==> src/hdl/adc_pkg.sv <==
// bus offsets decode the full SYS_AW address with no aliasing; tap counters wrap modulo 32
package adc_pkg;

  //////////////////////////////////////////////////
  // system bus
  //////////////////////////////////////////////////

  localparam int SYS_AW = 20;  // byte address
  localparam int SYS_DW = 32;  // data word

  // idelay style tap counter
  localparam int TAP_W = 5;

  //////////////////////////////////////////////////
  // register map (byte offsets)
  //////////////////////////////////////////////////

  localparam logic [SYS_AW-1:0] REG_LED     = 20'h00;  // led value, r/w
  localparam logic [SYS_AW-1:0] REG_TAP_CMD = 20'h04;  // tap command, write only
  localparam logic [SYS_AW-1:0] REG_TAP_CNT = 20'h08;  // both tap counts, read only
  localparam logic [SYS_AW-1:0] REG_SMP_CH0 = 20'h0C;  // latest ch0 sample
  localparam logic [SYS_AW-1:0] REG_SMP_CH1 = 20'h10;  // latest ch1 sample

  //////////////////////////////////////////////////
  // write word views
  //////////////////////////////////////////////////

  // led register view
  typedef struct packed {
    logic [SYS_DW-9:0] rsvd;  // 31..8 unused
    logic [7:0]        led;   // led value
  } hk_led_t;

  // tap command view
  typedef struct packed {
    logic [SYS_DW-7:0] rsvd;    // 31..6 unused
    logic [1:0]        ch_msk;  // bit 5 ch1 / bit 4 ch0
    logic              rsvd3;   // bit 3 unused
    logic              inc;     // 1 up, 0 down
    logic              ce;      // step enable
    logic              ld;      // clear counter
  } hk_tap_cmd_t;

  // one bus word, decoded by offset
  typedef union packed {
    hk_led_t     led;
    hk_tap_cmd_t tap;
  } hk_wdata_u;

endpackage

==> src/hdl/adc_lane_capture.sv <==
// frm_i must mark the even word; a frame marker in the odd cycle is ignored, no lane skew fix
module adc_lane_capture #(
  parameter int LANE_W = 7  // pins per lane
) (
  input  logic                       clk_i,
  input  logic                       rst_n_i,
  // lane
  input  logic [LANE_W-1:0]          lane_i,     // even bits, then odd bits
  input  logic                       frm_i,      // high with the even word
  // tap commands from the register bank
  input  logic                       tap_ld_i,   // clear
  input  logic                       tap_ce_i,   // step
  input  logic                       tap_inc_i,  // direction of step
  // sample out
  output logic signed [2*LANE_W-1:0] smp_o,
  output logic                       smp_vld_o,
  output logic [adc_pkg::TAP_W-1:0]  tap_cnt_o
);

  localparam int SMP_W = 2*LANE_W;  // full sample width

  logic [LANE_W-1:0] even_q;      // even half
  logic              odd_pend_q;  // next lane word is the odd half
  logic              frm_take;    // accepted frame marker
  logic [SMP_W-1:0]  raw;         // merged unsigned code
  logic [SMP_W-1:0]  smp_2c;      // two's complement view

  //////////////////////////////////////////////////
  // deinterleave
  //////////////////////////////////////////////////

  // marker is only taken when no odd word is due
  assign frm_take = frm_i & ~odd_pend_q;

  // even half, held for the odd cycle
  always_ff @(posedge clk_i)
  begin
    if (frm_take)
    begin
      even_q <= lane_i;
    end
  end

  always_ff @(posedge clk_i)
  begin
    if (!rst_n_i)
    begin
      odd_pend_q <= 1'b0;
    end
    else
    begin
      odd_pend_q <= frm_take;  // one cycle after the even word
    end
  end

  // pin k carries bit 2k first, bit 2k+1 second
  always_comb
  begin
    for (int k = 0; k < LANE_W; k++)
    begin
      raw[2*k]   = even_q[k];
      raw[2*k+1] = lane_i[k];  // odd word straight from the lane
    end
  end

  //////////////////////////////////////////////////
  // code conversion
  //////////////////////////////////////////////////

  // unsigned negative slope to two's complement
  // msb kept, lower bits inverted
  assign smp_2c = {raw[SMP_W-1], ~raw[SMP_W-2:0]};

  // sample register
  always_ff @(posedge clk_i)
  begin
    if (odd_pend_q)
    begin
      smp_o <= smp_2c;
    end
  end

  // valid pulse aligned with the new sample
  always_ff @(posedge clk_i)
  begin
    if (!rst_n_i)
    begin
      smp_vld_o <= 1'b0;
    end
    else
    begin
      smp_vld_o <= odd_pend_q;
    end
  end

  //////////////////////////////////////////////////
  // tap counter
  //////////////////////////////////////////////////

  // behaves like a variable input delay
  always_ff @(posedge clk_i)
  begin
    if (!rst_n_i)
    begin
      tap_cnt_o <= '0;
    end
    else if (tap_ld_i)
    begin
      tap_cnt_o <= '0;  // load wins over step
    end
    else if (tap_ce_i)
    begin
      if (tap_inc_i)
      begin
        tap_cnt_o <= tap_cnt_o + 1'b1;  // 31 wraps to 0
      end
      else
      begin
        tap_cnt_o <= tap_cnt_o - 1'b1;  // 0 wraps to 31
      end
    end
  end

endmodule

==> src/hdl/adc_hk_regs.sv <==
// single request outstanding, ack one cycle later; no byte enables, writes are always 32 bit
module adc_hk_regs #(
  parameter int LANE_W = 7  // pins per lane
) (
  input  logic                       clk_i,
  input  logic                       rst_n_i,
  // system bus
  input  logic [adc_pkg::SYS_AW-1:0] sys_addr_i,
  input  logic [adc_pkg::SYS_DW-1:0] sys_wdata_i,
  input  logic                       sys_wen_i,
  input  logic                       sys_ren_i,
  output logic [adc_pkg::SYS_DW-1:0] sys_rdata_o,
  output logic                       sys_ack_o,
  output logic                       sys_err_o,
  // channel side
  input  logic signed [2*LANE_W-1:0] smp0_i,
  input  logic signed [2*LANE_W-1:0] smp1_i,
  input  logic                       smp0_vld_i,
  input  logic                       smp1_vld_i,
  input  logic [adc_pkg::TAP_W-1:0]  tap_cnt0_i,
  input  logic [adc_pkg::TAP_W-1:0]  tap_cnt1_i,
  // led
  output logic [7:0]                 led_o,
  // tap commands, bit n goes to channel n
  output logic [1:0]                 tap_ld_o,
  output logic [1:0]                 tap_ce_o,
  output logic [1:0]                 tap_inc_o
);

  localparam int SMP_W    = 2*LANE_W;           // sample width
  localparam int DW       = adc_pkg::SYS_DW;    // short alias
  localparam int TAP_LSB0 = 0;                  // ch0 count position
  localparam int TAP_LSB1 = 8;                  // ch1 count position

  adc_pkg::hk_wdata_u wd;  // write word, two views

  logic          hit_led;
  logic          hit_cmd;
  logic          hit_cnt;
  logic          hit_s0;
  logic          hit_s1;
  logic          mapped;   // any known offset
  logic          req;      // read or write this cycle
  logic [DW-1:0] rd_mux;   // read data before the register
  logic [DW-1:0] tap_rd;   // packed tap counts

  logic signed [SMP_W-1:0] smp0_q;  // latest ch0 sample
  logic signed [SMP_W-1:0] smp1_q;  // latest ch1 sample

  //////////////////////////////////////////////////
  // address decode
  //////////////////////////////////////////////////

  assign wd = sys_wdata_i;

  assign hit_led = (sys_addr_i == adc_pkg::REG_LED);
  assign hit_cmd = (sys_addr_i == adc_pkg::REG_TAP_CMD);
  assign hit_cnt = (sys_addr_i == adc_pkg::REG_TAP_CNT);
  assign hit_s0  = (sys_addr_i == adc_pkg::REG_SMP_CH0);
  assign hit_s1  = (sys_addr_i == adc_pkg::REG_SMP_CH1);

  assign mapped = hit_led | hit_cmd | hit_cnt | hit_s0 | hit_s1;
  assign req    = sys_wen_i | sys_ren_i;

  //////////////////////////////////////////////////
  // held samples
  //////////////////////////////////////////////////

  // refreshed on each valid pulse
  always_ff @(posedge clk_i)
  begin
    if (!rst_n_i)
    begin
      smp0_q <= '0;
      smp1_q <= '0;
    end
    else
    begin
      if (smp0_vld_i)
      begin
        smp0_q <= smp0_i;
      end
      if (smp1_vld_i)
      begin
        smp1_q <= smp1_i;
      end
    end
  end

  //////////////////////////////////////////////////
  // read mux
  //////////////////////////////////////////////////

  // ch0 in 4..0, ch1 in 12..8
  always_comb
  begin
    tap_rd               = '0;
    tap_rd[TAP_LSB0 +: adc_pkg::TAP_W] = tap_cnt0_i;
    tap_rd[TAP_LSB1 +: adc_pkg::TAP_W] = tap_cnt1_i;
  end

  always_comb
  begin
    rd_mux = '0;  // unmapped and tap command read zero
    if (hit_led)
    begin
      rd_mux[7:0] = led_o;
    end
    else if (hit_cnt)
    begin
      rd_mux = tap_rd;
    end
    else if (hit_s0)
    begin
      rd_mux = {{(DW-SMP_W){smp0_q[SMP_W-1]}}, smp0_q};  // sign extend
    end
    else if (hit_s1)
    begin
      rd_mux = {{(DW-SMP_W){smp1_q[SMP_W-1]}}, smp1_q};
    end
  end

  //////////////////////////////////////////////////
  // bus response
  //////////////////////////////////////////////////

  always_ff @(posedge clk_i)
  begin
    if (!rst_n_i)
    begin
      sys_ack_o   <= 1'b0;
      sys_err_o   <= 1'b0;
      sys_rdata_o <= '0;
    end
    else
    begin
      sys_ack_o   <= req;             // always one cycle
      sys_err_o   <= req & ~mapped;   // unknown offset
      sys_rdata_o <= sys_ren_i ? rd_mux : '0;
    end
  end

  //////////////////////////////////////////////////
  // led register
  //////////////////////////////////////////////////

  always_ff @(posedge clk_i)
  begin
    if (!rst_n_i)
    begin
      led_o <= '0;
    end
    else if (sys_wen_i && hit_led)
    begin
      led_o <= wd.led.led;
    end
  end

  //////////////////////////////////////////////////
  // tap command fan out
  //////////////////////////////////////////////////

  // pulses line up with the write ack
  always_ff @(posedge clk_i)
  begin
    if (!rst_n_i)
    begin
      tap_ld_o  <= '0;
      tap_ce_o  <= '0;
      tap_inc_o <= '0;
    end
    else if (sys_wen_i && hit_cmd)
    begin
      tap_ld_o  <= {2{wd.tap.ld}}  & wd.tap.ch_msk;  // masked per channel
      tap_ce_o  <= {2{wd.tap.ce}}  & wd.tap.ch_msk;
      tap_inc_o <= {2{wd.tap.inc}} & wd.tap.ch_msk;
    end
    else
    begin
      tap_ld_o  <= '0;  // single cycle only
      tap_ce_o  <= '0;
      tap_inc_o <= '0;
    end
  end

endmodule

==> src/hdl/adc_rx_top.sv <==
// behavioural lane receive only; no pad buffers, delay lines or ddr cells, one clock domain
module adc_rx_top #(
  parameter int LANE_W = 7  // pins per lane, sample is twice this
) (
  input  logic                       clk_i,
  input  logic                       rst_n_i,
  // adc lanes
  input  logic [LANE_W-1:0]          adc_dat0_i,  // ch0 lane
  input  logic [LANE_W-1:0]          adc_dat1_i,  // ch1 lane
  input  logic                       adc_frm_i,   // shared frame marker
  // system bus
  input  logic [adc_pkg::SYS_AW-1:0] sys_addr_i,
  input  logic [adc_pkg::SYS_DW-1:0] sys_wdata_i,
  input  logic                       sys_wen_i,
  input  logic                       sys_ren_i,
  output logic [adc_pkg::SYS_DW-1:0] sys_rdata_o,
  output logic                       sys_ack_o,
  output logic                       sys_err_o,
  // board leds
  output logic [7:0]                 led_o
);

  localparam int SMP_W = 2*LANE_W;

  //////////////////////////////////////////////////
  // local signals
  //////////////////////////////////////////////////

  logic signed [SMP_W-1:0]          smp0;
  logic signed [SMP_W-1:0]          smp1;
  logic                             smp0_vld;
  logic                             smp1_vld;
  logic [adc_pkg::TAP_W-1:0]        tap_cnt0;
  logic [adc_pkg::TAP_W-1:0]        tap_cnt1;
  logic [1:0]                       tap_ld;   // bit n to channel n
  logic [1:0]                       tap_ce;
  logic [1:0]                       tap_inc;

  //////////////////////////////////////////////////
  // channel captures
  //////////////////////////////////////////////////

  adc_lane_capture #(.LANE_W (LANE_W)) ch0 (
    .clk_i     (clk_i     ),
    .rst_n_i   (rst_n_i   ),
    .lane_i    (adc_dat0_i),
    .frm_i     (adc_frm_i ),
    .tap_ld_i  (tap_ld[0] ),
    .tap_ce_i  (tap_ce[0] ),
    .tap_inc_i (tap_inc[0]),
    .smp_o     (smp0      ),
    .smp_vld_o (smp0_vld  ),
    .tap_cnt_o (tap_cnt0  )
  );

  adc_lane_capture #(.LANE_W (LANE_W)) ch1 (
    .clk_i     (clk_i     ),
    .rst_n_i   (rst_n_i   ),
    .lane_i    (adc_dat1_i),
    .frm_i     (adc_frm_i ),  // same marker as ch0
    .tap_ld_i  (tap_ld[1] ),
    .tap_ce_i  (tap_ce[1] ),
    .tap_inc_i (tap_inc[1]),
    .smp_o     (smp1      ),
    .smp_vld_o (smp1_vld  ),
    .tap_cnt_o (tap_cnt1  )
  );

  //////////////////////////////////////////////////
  // housekeeping
  //////////////////////////////////////////////////

  adc_hk_regs #(.LANE_W (LANE_W)) hk (
    .clk_i       (clk_i      ),
    .rst_n_i     (rst_n_i    ),
    .sys_addr_i  (sys_addr_i ),
    .sys_wdata_i (sys_wdata_i),
    .sys_wen_i   (sys_wen_i  ),
    .sys_ren_i   (sys_ren_i  ),
    .sys_rdata_o (sys_rdata_o),
    .sys_ack_o   (sys_ack_o  ),
    .sys_err_o   (sys_err_o  ),
    .smp0_i      (smp0       ),
    .smp1_i      (smp1       ),
    .smp0_vld_i  (smp0_vld   ),
    .smp1_vld_i  (smp1_vld   ),
    .tap_cnt0_i  (tap_cnt0   ),
    .tap_cnt1_i  (tap_cnt1   ),
    .led_o       (led_o      ),
    .tap_ld_o    (tap_ld     ),
    .tap_ce_o    (tap_ce     ),
    .tap_inc_o   (tap_inc    )
  );

endmodule

==> config.mk <==
export PLATFORM = sky130hd
export DESIGN_NAME = adc_rx_top
export DESIGN_NICKNAME = d
export VERILOG_FILES = /design/src/hdl/adc_pkg.sv /design/src/hdl/adc_lane_capture.sv /design/src/hdl/adc_hk_regs.sv /design/src/hdl/adc_rx_top.sv
export SDC_FILE = /design/constraint.sdc
export NUM_CORES = 1
export LEC_CHECK = 0
export BUFFER_PORTS_ARGS = -buffer_cell sky130_fd_sc_hd__buf_2
export CAP_MARGIN = 20
export CORE_MARGIN = 1.5
export CORE_UTILIZATION = 30
export DETAILED_ROUTE_END_ITERATION = 8
export PLACE_DENSITY = 0.52
export SKIP_LAST_GASP = 1
export SLEW_MARGIN = 20
export SYNTH_ARGS = -nofsm -noshare
export SYNTH_HDL_FRONTEND = slang
export SYNTH_SLANG_ARGS = --single-unit
==> constraint.sdc <==
create_clock -name clk_i -period 5.5 [get_ports clk_i]
set_clock_uncertainty 0.15 [all_clocks]
set_input_delay 1.1 -clock clk_i [delete_from_list [all_inputs] [get_ports clk_i]]
set_output_delay 1.1 -clock clk_i [all_outputs]
set_load 0.02 [all_outputs]
Word level (Yosys, flattened, before mapping)
Index checks and enable logic that the tools add are counted.
- RAM bits: 0
- memories: 0
- ROM bits: 0
- output and inout bits: 42
- flip-flop bits (word level): 132
- latch bits: 0
- logic and storage cells: 62
- equality and inequality tests: 4
- reduce and logical (&&, ||, !) cells: 9
- $add $sub $neg: 4
- bitwise operators: 18
- multipliers: 0
- order comparisons: 0
- div/mod/pow operators: 0
- muxes and demuxes: 6
- shift operators: 0
- operator list (cell ; number):
    32-bit two-way mux ; 2
    20-bit by 4-bit equality test with 1-bit output (second input constant) ; 2
    13-bit NOT ; 2
    20-bit by 3-bit equality test with 1-bit output (second input constant) ; 1
    20-bit by 5-bit equality test with 1-bit output (second input constant) ; 1
    20-bit zero test ; 1
    13-bit two-way mux ; 1
    5-bit by 1-bit adder with 5-bit output (second input constant) ; 2
    5-bit two-way mux ; 2
    5-bit by 1-bit subtractor with 5-bit output (second input constant) ; 2
    8-bit two-way mux ; 1
    2-bit AND ; 3
    1-bit NOT ; 5
    1-bit OR ; 5
    2-bit AND reduction ; 2
    2-bit OR reduction ; 2
    4-bit OR reduction ; 1
    1-bit AND ; 3
    3-bit OR reduction ; 1
    1-bit logical AND ; 2

Longest topological paths before layout
Gate-level depths: netlist of run 1.
- depth after elaboration: 7
- gate-level depth with buffers: 6
- mapped depth without buffers: 6

Cells and area by module
A second synthesis of run 1 with hierarchy kept.
- cell total of the unflattened synthesis: 424
- area total of the unflattened synthesis: 4739.5 µm²
- modules (own cells, without submodules) (module ; cells each ; times used ; area an instance (µm²)):
    adc_hk_regs ; 272 ; 1 ; 2627.5
    adc_lane_capture ; 76 ; 2 ; 1056.0

Least setup slack after synthesis of run 1
No wires, ideal clock.
- path kind: input -> register
- from: in sys_addr_i[15] in the netlist's numbering
- to: reg hk.tap_ce_o[1]
- data required time: 5292 ps
- cell stages on the path: 5
- buffers on the path: 1
- library setup time: 58 ps
- path slack: 2662 ps
- arrival: 2630 ps
- cells stage by stage: or4_4 > or4_4 > buf_6 > nor4_4 > and2_2
- word-level cells in the longest chain between the ends: 3
- RTL lines (item ; line ; source):
    from (decl) ; adc_rx_top.sv:12 ; input logic [adc_pkg::SYS_AW-1:0] sys_addr_i,
    20-bit by 3-bit equality test with 1-bit output ; adc_hk_regs.sv:57 ; assign hit_cmd = (sys_addr_i == adc_pkg::REG_TAP_CMD);
    1-bit logical AND ; adc_hk_regs.sv:172 ; else if (sys_wen_i && hit_cmd)
    2-bit AND reduction (no line) ; n/a ;
    to (signal assigned) ; adc_hk_regs.sv:175 ; tap_ce_o <= {2{wd.tap.ce}} & wd.tap.ch_msk;
    to (decl) ; adc_hk_regs.sv:26 ; output logic [1:0] tap_ce_o,
Every way passes these cells.
A chain may end at the register's enable or synchronous reset.

Worst setup path after layout of run 1
- from: in sys_addr_i[15] in the netlist's numbering
- to: reg hk.sys_rdata_o[2] in the netlist's numbering
- word-level cells in the longest chain between the ends: 5
- elaborated cells on any way between the ends: 8
- RTL lines (item ; line ; source):
    20-bit by 5-bit equality test with 1-bit output ; adc_hk_regs.sv:60 ; assign hit_s1 = (sys_addr_i == adc_pkg::REG_SMP_CH1);
    32-bit two-way mux ; adc_hk_regs.sv:117 ; else if (hit_s1)
    32-bit two-way mux ; adc_hk_regs.sv:113 ; else if (hit_s0)
    13-bit two-way mux ; adc_hk_regs.sv:109 ; else if (hit_cnt)
    8-bit two-way mux * ; adc_hk_regs.sv:105 ; if (hit_led)
    to (signal assigned) ; adc_hk_regs.sv:139 ; sys_rdata_o <= sys_ren_i ? rd_mux : '0;
    to (decl) ; adc_hk_regs.sv:12 ; output logic [adc_pkg::SYS_DW-1:0] sys_rdata_o,
Mark *: on every way between the ends. The rest lies on a longest branch, timed or not.

==> flow_summary.ini, run 1 <==
[status]
outcome = finished clean

[clock_tree]
clkSinkCount = 114
cts_buffers = 17
cts_setup_buffers = 0
cts-root-buf = clkbuf_16
ctsResizeCount = 0
clockBufferDepth = 2
cts_hold_buf = 0
clock_latency_ns = 0.41
htreeDepth = 4
clkTransAtPathRegs_ns = 0.05
cts_tree = built

[critical_path]
reg2reg_depth = 6
critPathCaptureType = flop
startpoint_type = primary input
path_cells = buf_2 > or4_4 > nor4_2 > nand2_1 > o211a_1
critical-path-slowest-cell = nor4_2
cpPeakStageDelay_ns = 0.69
r2r_start = ch1.tap_cnt_o[0]
worst-setup-path-type = in -> reg
crit-reg2reg-capture = ch1.tap_cnt_o[4]
cp.buffers_inverters = 1
ff2ff_setup_slack_ns = 3.57
crit_family = simple AND/OR/NAND/NOR gates
required_ns = 5.65
worstPathMaxFanout = 9
cp.arrival_ns = 2.98

[timing]
relSlewSlack_pct = 44.40
slew_violations = 0
timing.fmax_mhz = 353.2
fin_crit_ns = 2.832
finalSetupTns_ns = 0
setup_viol = 0
fin_crit_sh_pct = 51.48
worstMarginPinSlew_ns = 0.8328
rsz0062_at_grt = no
fin_hold_ws_ns = 0.3213
hold_viol_final = 0

[grt]
grt_max_degree = 29
grt_pass1_wl_mm = 16.88
antenna_found_initial = 0
top_usage_layer = met2
grt_pass1_vias = 3244
use_met3_pct = 4.466
grt.overflow.total = 0
grt_util_met2_pct = 22.80
grt.total_usage_pct = 13.94
grt.met1_usage_pct = 17.05

[pwr]
leakage_nw = 2.344
irDropWorstVdd_mv = 0.2076
finalPower_mw = 1.972
pwr_density_cell_nw_per_um2 = 349.5

[synth]
yosys-top-cells-count = dfxtp_1 (72), nor2_1 (59), edfxtp_1 (42)
async_flop_share_pct = 0
synth-seq-cells = 114
yosys.area.top_type_share_pct = 30.89
ys.flop_type = dfxtp_1
synth_warnings = 0
synth_top_cell_by_area = dfxtp_1
synthTopCellsByArea = dfxtp_1 (31%), edfxtp_1 (27%), mux2i_1 (8.4%), nor2_1 (4.7%), inv_1 (3.3%)
ys_seq_area_share_pct = 57.92
synthDistinctLibCells = 43
synthesis.area_um2 = 4666
synth_edf_count = 42
syn_area_per_cell_um2 = 11.08
synth_fp_nets = 500
yosysMostFrequentCell = dfxtp_1
syn_inst = 421

[drt]
drt_first_pass_iters = 4
wl_per_cell_um = 14.88
drt-initial-drc-count = 212
antenna_left = 0
num_vias = 3174
routed_wl_mm = 10.33
route.detailed.drc = 0
vias_per_cell = 4.573

[die]
io-pin-count = 113
start_util_pct = 30.69
die_y_um = 127.7
die_w_um = 127.7
rows = 45
die_area_um2 = 16310
coreArea_um2 = 15200

[hold_path]
holdPathEnd = ch0.tap_cnt_o[4]
hold_depth = 2
min_from = ch0.tap_cnt_o[4]
hold_class = reg -> reg

[layout]
antenna_cells = 0
stdcell_count = 694
area_growth_pct = 20.92
fin_nets = 572
nFillCells = 1543
final_core_util_pct = 37.11
layout-drive-gt1-share_pct = 25.30

[placement]
globalplace.congestion = 0.7448
io_buffers = 88
dp_cells = 662
hpwl_mm = 7.510

[job]
drv_cap = 0
cells in the final DEF (no fill, tap or decap), types with 9 or more instances in the layout:
cell type,n
buf_2,88
dfxtp_1,72
nor2_1,59
edfxtp_1,42
inv_1,41
mux2i_1,39
a21oi_1,17
clkbuf_16,17
nand4_1,11
o21ai_0,9
final cells by class:
| class | instances | area, um2 | share of cell area, % |
|---|---|---|---|
| Inverter | 41 | 153.9 | 2.728 |
| Timing Repair Buffer | 89 | 447.9 | 7.940 |
| Multi-Input combinational cell | 230 | 1574 | 27.90 |
| Clock buffer | 20 | 436.7 | 7.740 |
| Sequential cell | 114 | 2703 | 47.90 |
| Tap cell | 188 | 235.2 | 4.169 |
| Clock inverter | 12 | 91.34 | 1.619 |
power breakdown:
group / switching, mW / internal (mW) / total, mW
clock: 0.368 / 0.611 / 0.979
sequential: 0.0173 / 0.902 / 0.920
combinational: 0.0415 / 0.0313 / 0.0727
total: 0.427 / 1.55 / 1.97
cells by family (layout without fill, tap and decap cells):
kind of cell	Yosys count	count (layout)	share of synthesized area, %
and+or+nand+nor	126	126	14.64
DFF	114	114	57.92
muxes	39	39	8.367
xor gates and xnor gates	4	4	0.7508
buffers and inverters	77	162	8.340
adders and majority gates	8	8	2.467
AOI/OAI and AO/OA	53	53	7.509
sequential cells by signal, indices dropped and copies added, names as in the netlist:
signal / cells
ch0.even_q: 7
ch0.odd_pend_q: 1
ch0.smp_o: 14
ch0.smp_vld_o: 1
ch0.tap_cnt_o: 5
ch1.even_q: 7
ch1.odd_pend_q: 1
ch1.smp_o: 14
ch1.smp_vld_o: 1
ch1.tap_cnt_o: 5
hk.led_o: 8
hk.smp0_q: 14
hk.smp1_q: 14
hk.sys_ack_o: 1
hk.sys_err_o: 1
hk.sys_rdata_o: 14
hk.tap_ce_o: 2
hk.tap_inc_o: 2
hk.tap_ld_o: 2
metal layers:
| layer | vias up | part of all wire (%) | wire, um |
|---|---|---|---|
| met3 | 15 | 4.5 | 461 |
| met2 | 78 | 47 | 4848 |
| met4 | 0 | 1.4 | 148 |
| met5 | - | 0 | 0 |
| met1 | 1510 | 47 | 4869 |
| li1 | 1571 | - | - |
metrics by stage:
stage,instance area (um2),setup WS [ns]
2_1_floorplan,4666,2.662
3_3_place_gp,5114,2.316
3_5_place_dp,5114,2.272
4_1_cts,5642,2.698
5_1_grt,5642,2.566
6_report,5642,2.668
how the worst max path moves through the flow:
stage	startpoint	endpoint	cells past startpoint
after global routing	sys_addr_i[15]	hk.sys_rdata_o[1]	5
after floorplan	sys_addr_i[15]	hk.tap_ce_o[1]	5
after CTS	sys_addr_i[15]	hk.sys_rdata_o[2]	5
after detailed placement	sys_addr_i[15]	hk.sys_rdata_o[2]	5
after global placement	sys_addr_i[15]	hk.sys_rdata_o[0]	5
final	sys_addr_i[15]	hk.sys_rdata_o[2]	5
worst min-delay path, stage by stage (launching register included):
cell     delay (ns)
dfxtp_1        0.31
nand2_1        0.05
mux2i_1        0.05
Power figures use the tool's default switching activity.
==> inputs of run 2 (changes only) <==
PLACE_DENSITY = 0.54   (was 0.52)
clock period = 2.53 ns   (was 5.5 ns; I/O delays follow)
==> run 2 against run 1 <==
Register-to-register slack got worse by 3.0 ns. Critical path type unchanged. Die area did not move. Non-clock buffer count rose by 5. Sequential power rose by 120%. Total power rose by 130%. Design area rose by 2.1%. Combinational power rose by 120%. Critical path depth did not move. Core utilization rose by 0.77 points.
==> flow_summary.ini, run 2 (synthesized netlist as in run 1, its figures left out) <==
[die]
coreArea_um2 = 15200
die_w_um = 127.7
rows = 45
io-pin-count = 113
die_y_um = 127.7
start_util_pct = 30.69
die_area_um2 = 16310

[layout]
layout-drive-gt1-share_pct = 26.61
stdcell_count = 699
nFillCells = 1499
multi_input_area_um2 = 1574
layout.cells.most_common = buf_2
layout_common_cells = buf_2 (88), dfxtp_1 (72), nor2_1 (59)
register_area_um2 = 2703
fin_nets = 577
antenna_cells = 0
area_growth_pct = 23.41

[grt]
grt_pass1_wl_mm = 16.86
grt_pass1_vias = 3260
grt.total_usage_pct = 13.82
antenna_found_initial = 0
use_met3_pct = 4.257
grt.overflow.total = 0
top_usage_layer = met2
grt_util_met2_pct = 22.89
grt.met1_usage_pct = 16.95
grt_max_degree = 29

[placement]
dp_cells = 667
globalplace.congestion = 0.8050
hpwl_mm = 7.555
io_buffers = 88

[timing]
slew_violations = 0
finalSetupTns_ns = 0
fin_crit_sh_pct = 78.41
rsz0062_at_grt = no
worstMarginPinSlew_ns = 0.8289
relSlewSlack_pct = 44.67
fin_crit_ns = 1.984
fin_hold_ws_ns = 0.1258
setup_viol = 0
timing.fmax_mhz = 504.1
hold_viol_final = 0

[critical_path]
path_cells = buf_2 > or4_4 > or4_4 > nor4_4 > and2_2
r2r_start = ch0.tap_cnt_o[0]
ff2ff_setup_slack_ns = 0.59
worstPathMaxFanout = 10
critPathCaptureType = flop
worst-path-stages = 5
crit-reg2reg-capture = ch0.tap_cnt_o[4]
reg2reg_depth = 6
startpoint_type = primary input
worst-setup-path-type = in -> reg
cpPeakStageDelay_ns = 0.60
cp-endpoint = hk.tap_ld_o[1]
required_ns = 2.74
cp_common_cell = or4_4
critical-path-slowest-cell = or4_4
crit_start = sys_addr_i[15]
crit_family = simple AND/OR/NAND/NOR gates
cp.arrival_ns = 2.19
cp.buffers_inverters = 1

[drt]
antenna_left = 0
drt-initial-drc-count = 167
num_vias = 3135
vias_per_cell = 4.485
routed_wl_mm = 10.49
route.detailed.drc = 0
wl_per_cell_um = 15.01
drt_first_pass_iters = 4

[clock_tree]
ctsResizeCount = 0
clock_latency_ns = 0.42
clkTransAtPathRegs_ns = 0.06
cts_hold_buf = 0
clkSinkCount = 114
cts_buffers = 17
cts_setup_buffers = 0
cts-root-buf = clkbuf_16
clockBufferDepth = 2
htreeDepth = 4
cts_tree = built

[pwr]
clkPwrFrac_pct = 53.0
irDropWorstVdd_mv = 0.4370
power_frac_comb_pct = 3.5
leakage_nw = 2.396
swShare_pct = 21.81
pwr_density_cell_nw_per_um2 = 797.5
internal_power_mw = 3.590
power.switching_mw = 1.001
p_seq_share_pct = 43.5

[hold_path]
hold_class = in -> reg

[status]
outcome = finished clean

[job]
drv_cap = 0
## run 2: changes by cell type in the layout (fill, tap and decap cells not counted)
cell	previous run	this run
inv_6	1	5
clkinv_2	6	0
clkinv_1	2	1
clkinv_4	0	2
clkbuf_1	3	1
clkinvlp_4	2	3
buf_4	1	6
bufinv_16	1	3
## run 2: power groups by stage
stage	Clock (mW)	Combinational (mW)	Sequential, mW
floorplan	0	0.100	2.02
global route	2.57	0.182	2.00
global placement	0	0.158	2.03
finish	2.43	0.161	2.00
detailed placement	0	0.163	2.04
CTS	2.48	0.164	2.00
## run 2: through the flow
step                      worst slack [ns]  util, %  area [um2]  total power [mW]
after floorplan                     0.2859        -        4666             2.120
after global placement              0.1768    33.88        5151             2.193
after detailed placement            0.1354    33.88        5151             2.199
after CTS                           0.5649    37.88        5758             4.643
after global routing                0.4951    37.88        5758             4.758
final                               0.5463    37.88        5758             4.592
## run 2: how the worst min path moves through the flow
stage | startpoint | endpoint | slack, ns | cells after the start
after floorplan | ch1.tap_cnt_o[4] | ch1.tap_cnt_o[4] | 0.29 | 2
after global placement | ch0.tap_cnt_o[4] | ch0.tap_cnt_o[4] | 0.31 | 2
after detailed placement | ch0.tap_cnt_o[4] | ch0.tap_cnt_o[4] | 0.32 | 2
after CTS | adc_dat0_i[3] | ch0.even_q[3] | 0.11 | 1
after global routing | adc_dat0_i[3] | ch0.even_q[3] | 0.11 | 1
final | adc_dat0_i[3] | ch0.even_q[3] | 0.13 | 1
## run 2: metal layers
layer | vias to the layer above | part of all wire (%)
met1 | 1475 | 46
met3 | 11 | 3.6
li1 | 1589 | -
met2 | 60 | 49
met5 | - | 0
met4 | 0 | 1.2
## run 2: final cells by class
class                   instances  area share (%)
flip-flops and latches        114           46.94
multi-input cells             230           27.34
repair buffers                 94           8.431
clock buffers                  18           7.453
well taps                     188           4.085
clock inverters                14           3.086
inverters                      41           2.673
